===== config.mk =====
export PLATFORM = sky130hd
export DESIGN_NAME = ieu_id
export DESIGN_NICKNAME = d
export VERILOG_FILES = /design/src/rtl/ieu_pkg.sv /design/src/rtl/ieu_id.sv
export SDC_FILE = /design/constraint.sdc
export NUM_CORES = 1
export LEC_CHECK = 0
export BUFFER_PORTS_ARGS = -buffer_cell sky130_fd_sc_hd__buf_2
export CAP_MARGIN = 10
export CELL_PAD_IN_SITES_DETAIL_PLACEMENT = 0
export CELL_PAD_IN_SITES_GLOBAL_PLACEMENT = 1
export CORE_UTILIZATION = 34
export CTS_CLUSTER_DIAMETER = 50
export CTS_CLUSTER_SIZE = 12
export DETAILED_ROUTE_END_ITERATION = 7
export HOLD_SLACK_MARGIN = 0.15
export PLACE_DENSITY_LB_ADDON = 0.1
export REMOVE_ABC_BUFFERS = 1
export SYNTH_ARGS = -nofsm -noshare
export SYNTH_HDL_FRONTEND = slang
export SYNTH_SLANG_ARGS = --single-unit

===== constraint.sdc =====
create_clock -name clk -period 4.5 [get_ports clk]
set_input_delay 0.45 -clock clk [delete_from_list [all_inputs] [get_ports clk]]
set_output_delay 0.45 -clock clk [all_outputs]
set_load 0.05 [all_outputs]

===== src/rtl/ieu_pkg.sv =====
// widths, encodings and stage bundles shared by the integer execution unit; import with ieu_pkg::*
package ieu_pkg;

    localparam int DATA_WIDTH     = 32;
    localparam int ADDR_WIDTH     = 32;
    localparam int TAG_WIDTH      = 5;
    localparam int NUM_LANES      = 2;
    localparam int LANE_IDX_WIDTH = $clog2(NUM_LANES);
    localparam int SHAMT_WIDTH    = 5;
    localparam int OPC_WIDTH      = 7;

    localparam logic [OPC_WIDTH-1:0] OPC_OP     = 7'b0110011;
    localparam logic [OPC_WIDTH-1:0] OPC_OPIMM  = 7'b0010011;
    localparam logic [OPC_WIDTH-1:0] OPC_LUI    = 7'b0110111;
    localparam logic [OPC_WIDTH-1:0] OPC_AUIPC  = 7'b0010111;
    localparam logic [OPC_WIDTH-1:0] OPC_JAL    = 7'b1101111;
    localparam logic [OPC_WIDTH-1:0] OPC_JALR   = 7'b1100111;
    localparam logic [OPC_WIDTH-1:0] OPC_BRANCH = 7'b1100011;

    // branch LT and LTU share the set-less-than codes
    typedef enum logic [3:0] {
        ADD, SUB, SLL, SRL, SRA, AND, OR, XOR,
        LT, LTU, EQ, NE, GE, GEU
    } alu_func_e;

    typedef struct packed {
        logic [6:0]           funct7;
        logic [4:0]           rs2;
        logic [4:0]           rs1;
        logic [2:0]           funct3;
        logic [4:0]           rd;
        logic [OPC_WIDTH-1:0] opcode;
    } insn_r_t;

    typedef struct packed {
        logic [11:0]          imm_11_0;
        logic [4:0]           rs1;
        logic [2:0]           funct3;
        logic [4:0]           rd;
        logic [OPC_WIDTH-1:0] opcode;
    } insn_i_t;

    typedef struct packed {
        logic                 imm_12;
        logic [5:0]           imm_10_5;
        logic [4:0]           rs2;
        logic [4:0]           rs1;
        logic [2:0]           funct3;
        logic [3:0]           imm_4_1;
        logic                 imm_11;
        logic [OPC_WIDTH-1:0] opcode;
    } insn_b_t;

    typedef struct packed {
        logic [19:0]          imm_31_12;
        logic [4:0]           rd;
        logic [OPC_WIDTH-1:0] opcode;
    } insn_u_t;

    typedef struct packed {
        logic                 imm_20;
        logic [9:0]           imm_10_1;
        logic                 imm_11;
        logic [7:0]           imm_19_12;
        logic [4:0]           rd;
        logic [OPC_WIDTH-1:0] opcode;
    } insn_j_t;

    typedef union packed {
        insn_r_t insn_r;
        insn_i_t insn_i;
        insn_b_t insn_b;
        insn_u_t insn_u;
        insn_j_t insn_j;
    } insn_t;

    typedef struct packed {
        logic                  valid;
        logic [OPC_WIDTH-1:0]  opcode;
        logic [ADDR_WIDTH-1:0] iaddr;
        insn_t                 insn;
        logic [DATA_WIDTH-1:0] src_a;
        logic [DATA_WIDTH-1:0] src_b;
        logic [TAG_WIDTH-1:0]  tag;
    } issue_t;

    typedef struct packed {
        logic                   valid;
        alu_func_e              alu_func;
        logic [DATA_WIDTH-1:0]  src_a;
        logic [DATA_WIDTH-1:0]  src_b;
        logic [ADDR_WIDTH-1:0]  iaddr;
        logic [DATA_WIDTH-1:0]  imm_b;
        logic [SHAMT_WIDTH-1:0] shamt;
        logic [TAG_WIDTH-1:0]   tag;
        logic                   jmp;
        logic                   br;
    } id_ex_t;

    typedef struct packed {
        logic                  valid;
        logic [TAG_WIDTH-1:0]  tag;
        logic [DATA_WIDTH-1:0] data;
        logic                  redirect;
        logic [ADDR_WIDTH-1:0] redirect_addr;
    } cdb_t;

    // sign-extended immediates, one per instruction format
    function automatic logic [DATA_WIDTH-1:0] imm_i(input insn_t insn);
        return {{(DATA_WIDTH-12){insn.insn_i.imm_11_0[11]}}, insn.insn_i.imm_11_0};
    endfunction

    function automatic logic [DATA_WIDTH-1:0] imm_b(input insn_t insn);
        return {{(DATA_WIDTH-12){insn.insn_b.imm_12}}, insn.insn_b.imm_11,
                insn.insn_b.imm_10_5, insn.insn_b.imm_4_1, 1'b0};
    endfunction

    function automatic logic [DATA_WIDTH-1:0] imm_u(input insn_t insn);
        return {insn.insn_u.imm_31_12, {(DATA_WIDTH-20){1'b0}}};
    endfunction

    function automatic logic [DATA_WIDTH-1:0] imm_j(input insn_t insn);
        return {{(DATA_WIDTH-20){insn.insn_j.imm_20}}, insn.insn_j.imm_19_12,
                insn.insn_j.imm_11, insn.insn_j.imm_10_1, 1'b0};
    endfunction

endpackage


===== src/rtl/ieu_id.sv =====
// decode stage that ieu_top instantiates once per lane to turn an issued operation into a registered execute bundle
`timescale 1ns/100ps

module ieu_id import ieu_pkg::*; (
    input  logic   clk,
    input  logic   n_rst,
    input  logic   i_flush,
    input  logic   i_stall,
    input  issue_t i_issue,
    output id_ex_t o_id_ex
);

    logic                  is_op;
    logic                  is_opimm;
    logic                  is_lui;
    logic                  is_auipc;
    logic                  is_jal;
    logic                  is_jalr;
    logic                  is_br;
    logic [2:0]            funct3;
    logic                  bit30;
    alu_func_e             alu_func;
    logic [DATA_WIDTH-1:0] op_a;
    logic [DATA_WIDTH-1:0] op_b;

    assign is_op    = i_issue.opcode == OPC_OP;
    assign is_opimm = i_issue.opcode == OPC_OPIMM;
    assign is_lui   = i_issue.opcode == OPC_LUI;
    assign is_auipc = i_issue.opcode == OPC_AUIPC;
    assign is_jal   = i_issue.opcode == OPC_JAL;
    assign is_jalr  = i_issue.opcode == OPC_JALR;
    assign is_br    = i_issue.opcode == OPC_BRANCH;

    assign funct3 = i_issue.insn.insn_r.funct3;
    assign bit30  = i_issue.insn.insn_r.funct7[5]; // picks SUB and SRA

    always_comb begin
        alu_func = ADD; // jumps, LUI and AUIPC only need the adder
        if (is_br) begin
            case (funct3)
                3'b000:  alu_func = EQ;
                3'b001:  alu_func = NE;
                3'b100:  alu_func = LT;
                3'b101:  alu_func = GE;
                3'b110:  alu_func = LTU;
                3'b111:  alu_func = GEU;
                default: alu_func = ADD;
            endcase
        end else if (is_op || is_opimm) begin
            case (funct3)
                3'b000:  alu_func = (is_op && bit30) ? SUB : ADD; // ADDI has no SUB form
                3'b001:  alu_func = SLL;
                3'b010:  alu_func = LT;
                3'b011:  alu_func = LTU;
                3'b100:  alu_func = XOR;
                3'b101:  alu_func = bit30 ? SRA : SRL;
                3'b110:  alu_func = OR;
                default: alu_func = AND;
            endcase
        end
    end

    always_comb begin
        if (is_lui)                  op_a = '0;
        else if (is_auipc || is_jal) op_a = i_issue.iaddr;
        else                         op_a = i_issue.src_a;

        if (is_op || is_br)          op_b = i_issue.src_b;
        else if (is_opimm || is_jalr) op_b = imm_i(i_issue.insn);
        else if (is_jal)             op_b = imm_j(i_issue.insn);
        else                         op_b = imm_u(i_issue.insn);
    end

    always_ff @(posedge clk) begin
        if (!i_stall) begin
            o_id_ex.alu_func <= alu_func;
            o_id_ex.src_a    <= op_a;
            o_id_ex.src_b    <= op_b;
            o_id_ex.iaddr    <= i_issue.iaddr;
            o_id_ex.imm_b    <= imm_b(i_issue.insn);
            o_id_ex.shamt    <= is_op ? i_issue.src_b[SHAMT_WIDTH-1:0] : i_issue.insn.insn_r.rs2;
            o_id_ex.tag      <= i_issue.tag;
            o_id_ex.jmp      <= is_jal | is_jalr;
            o_id_ex.br       <= is_br & (funct3 != 3'b010) & (funct3 != 3'b011);
        end
        if (!n_rst || i_flush) begin
            o_id_ex.valid <= 1'b0;
        end else if (!i_stall) begin
            o_id_ex.valid <= i_issue.valid;
        end
    end

    // a stalled decode register cannot take a new operation
    a_no_issue_stall: assert property (@(posedge clk) disable iff (!n_rst)
        (i_stall && !i_flush) |-> !i_issue.valid);

endmodule


==> impl_summary.txt <==
----------------------------------------------------
[Run status]
  Outcome ... complete, no violations

[Routing]
  Wire length after detailed routing ... 14100 um
  Routed length per placed instance ... 17.1 um
  Remaining antenna violation count ... 0
  Initial DRC count ... 245
  Via density ... 4.77
  DRC viols ... 0
  Number of detailed-route iterations in the first pass ... 5
  Total number of vias ... 3943

[Timing]
  Tmin final ... 2.52 ns
  Setup Total Neg Slack ... 0 ns
  Maximum operating frequency ... 397 MHz
  Part of the cycle the worst path needs ... 56.0%
  Max Clock Skew ... 0 ns
  Final setup vio count ... 0
  Hold Fails Final Rpt ... 0
  Final Slew Violations ... 0
  Final-layout worst hold slack ... 0.203 ns
  Worst path setup slack after routing ... 1.98 ns
  Max-slew headroom ... 28.1%
  Setup repair after global routing missed its margin ... no
  Slew of the pin with the lowest slew margin ... 1.07 ns

[Finish]
  Number of fill cells in the layout ... 1369
  Multi-input combinational cell area ... 1250 um2
  Top library cells by usage in the layout, fill and taps aside ... 281 x sky130_fd_sc_hd__buf_2, 124 x sky130_fd_sc_hd__edfxtp_1, 54 x sky130_fd_sc_hd__nor2_1
  Top reg by flops ... o_id_ex
  Area growth from synthesis to layout ... 40.5%
  Final std cells w/o fill ... 826
  Post-route cell area ... 7350 um2
  Max reg flops ... 125
  Largest registers ... o_id_ex: 125 flops
  Area of all sequential standard cells ... 3740 um2
  Share of final-layout standard cells stronger than drive strength 1 ... 52.3%
  Most common cell after layout, fill and taps aside ... sky130_fd_sc_hd__buf_2
  Number of nets in the layout ... 773

[Logic synthesis]
  Post-synthesis cell area ... 5230 um2
  Proportion of synthesized flip-flops having asynchronous set or reset ... 0%
  Cell taking the most area after synthesis ... sky130_fd_sc_hd__edfxtp_1
  Number of flip-flops and latches in the synthesized netlist ... 125
  Most frequently used flop master after synthesis ... sky130_fd_sc_hd__edfxtp_1
  Top cells by area in the synthesized netlist ... sky130_fd_sc_hd__edfxtp_1 71%, sky130_fd_sc_hd__mux2i_1 6.3%, sky130_fd_sc_hd__nor2_1 3.9%
  Count of warnings emitted by yosys ... 0
  Post-synthesis sequential area ratio ... 71.6%
  Cell variety after synth ... 41
  Share of the synthesized area in the top cell type ... 71.2%
  EDFF count, synth ... 124
  Synthesized instance count ... 357
  Average size of a mapped cell ... 14.6 um2

[Min path]
  Beginning of the worst hold path ... i_flush
  Tightest Hold Check Type ... input pin to flop
  Worst Hold End ... o_id_ex[144]
  Number of cells on the worst hold path ... 2

[Floorplanning]
  Initial Utilization ... 35.4%
  Boundary pin count ... 290
  Die ar. ... 15900 um2
  Row count ... 44
  Horizontal die dimension ... 126 um
  Core outline area ... 14800 um2
  Vertical die dimension ... 126 um

[Place]
  Weighted congestion reported at the end of routability-driven placement ... 0.786
  Pre-CTS WS ... 1.51 ns
  IO buf count ... 281
  Placed Instance Area ... 6690 um2
  Inst Count DP ... 793
  Placed wire-length estimate ... 10100 um

[Clock network]
  Clock tree from TritonCTS ... yes
  CTS H-tree depth ... 4
  Clock-pin slew of the registers on the worst-case setup and hold paths ... 0.05 ns
  Hold-fix buffers at CTS ... 0
  Number of buffers added by the clock tree synthesis step ... 17
  Clock sinks ... 125
  Quantity of gates resized following cts ... 0
  Post-CTS Setup Repair Bufs ... 0
  Insertion delay to the later sink of the worst-skew pair ... 0.40 ns
  CTS root buf ... sky130_fd_sc_hd__clkbuf_16
  Clock buffer depth ... 2

[Critical path]
  Nature of the critical path endpoint ... flop
  Slack of the worst reg-to-reg path ... 3.86 ns
  Startpoint Class ... input pin
  Capture instance of the worst register-to-register path ... o_id_ex[144]
  Kind of critical path ... input pin to flop
  Arrival time at the worst endpoint ... 2.67 ns
  Origin of the critical flop-to-flop path ... o_id_ex[144]
  Worst Path Max Fanout ... 18
  Crit path required time ... 4.65 ns
  Worst-case reg-to-reg path depth ... 2

[Global route]
  Number of antenna violations at the first check in global routing ... 0
  First-pass GRT wire length ... 21200 um
  Total grt overflow ... 0
  GRT Resource Usage Total ... 18.0%
  Vias in the first global route ... 3874
  Largest net degree at the start of global routing ... 59

[Power and ir drop]
  Leakage power ... 3.11 nW
  Total power per unit cell area ... 483 nW/um2
  VDD IR-drop max ... 0.245 mV

[Run]
  Count of maximum capacitance violations ... 0

----------------------------------------------------
-- worst max-delay path, stage by stage --
cell	delay [ns]
sky130_fd_sc_hd__buf_2	0.17
sky130_fd_sc_hd__or4b_1	0.57
sky130_fd_sc_hd__a21oi_4	0.71
sky130_fd_sc_hd__buf_4	0.42
sky130_fd_sc_hd__mux2i_1	0.25
sky130_fd_sc_hd__nor2_1	0.06
-- worst max-delay path by stage --
stage                             from      endpoint  slack [ns]  depth (start not counted)
final                     i_issue[138]  o_id_ex[113]        1.98                          6
after global routing      i_issue[138]  o_id_ex[113]        1.82                          6
after CTS                 i_issue[138]  o_id_ex[111]        1.95                          6
after detailed placement  i_issue[138]  o_id_ex[111]        1.51                          6
after global placement    i_issue[138]  o_id_ex[116]        1.59                          6
after floorplan            o_id_ex[24]   o_id_ex[24]       -2.30                          0
-- cells by family (layout without fill, tap and decap cells) --
group	count (synthesis)	in the layout	share of synthesized area, %
flops	125	125	71.6
other cells	1	2	0.0717
mux	39	39	7.61
simple gates	94	94	8.61
buf+inv	39	323	4.71
compound gates	59	59	7.42
-- per-layer routing --
layer | wire, um | part of all wire [%] | vias up | GRT usage (%)
met3 | 1240 | 8.8 | 16 | 6.84
met1 | 5650 | 40 | 1854 | 20.3
met5 | 0 | 0 | - | 0
met2 | 7070 | 50 | 195 | 31.0
li1 | - | - | 1878 | -
met4 | 183 | 1.3 | 0 | 6.59
-- where the power goes --
| part | internal [mW] | switching [mW] | leakage [nW] |
|---|---|---|---|
| clock | 1.03 | 0.491 | 0.320 |
| combinational | 0.137 | 0.490 | 1.57 |
| sequential | 1.38 | 0.0228 | 1.22 |
| total | 2.55 | 1.00 | 3.11 |
-- cell usage after synthesis, types with 3 or more instances --
master	instances
sky130_fd_sc_hd__a21oi_1	17
sky130_fd_sc_hd__a22o_1	10
sky130_fd_sc_hd__a31oi_1	8
sky130_fd_sc_hd__buf_4	20
sky130_fd_sc_hd__buf_6	3
sky130_fd_sc_hd__clkbuf_1	7
sky130_fd_sc_hd__edfxtp_1	124
sky130_fd_sc_hd__inv_1	5
sky130_fd_sc_hd__mux2_2	6
sky130_fd_sc_hd__mux2i_1	33
sky130_fd_sc_hd__nand2_1	13
sky130_fd_sc_hd__nand3_1	3
sky130_fd_sc_hd__nor2_1	54
sky130_fd_sc_hd__o21ai_0	14
sky130_fd_sc_hd__or3b_2	6
-- per-stage QoR --
step                total power, mW  util, %
detailed placement             2.06     45.3
global placement               2.06     45.3
global route                   3.66     49.8
CTS                            3.59     49.8
floorplan                      1.87        -
finish                         3.55     49.8
-- final cells by class --
cell class,instances,share of cell area [%]
multi-input cells,193,17.0
inverters,5,0.290
clock inverters,10,2.52
clock buffers,22,6.45
flip-flops and latches,125,51.0
repair buffers,286,19.7
diodes,1,0.0341
well taps,184,3.13
Power figures use the tool's default switching activity.
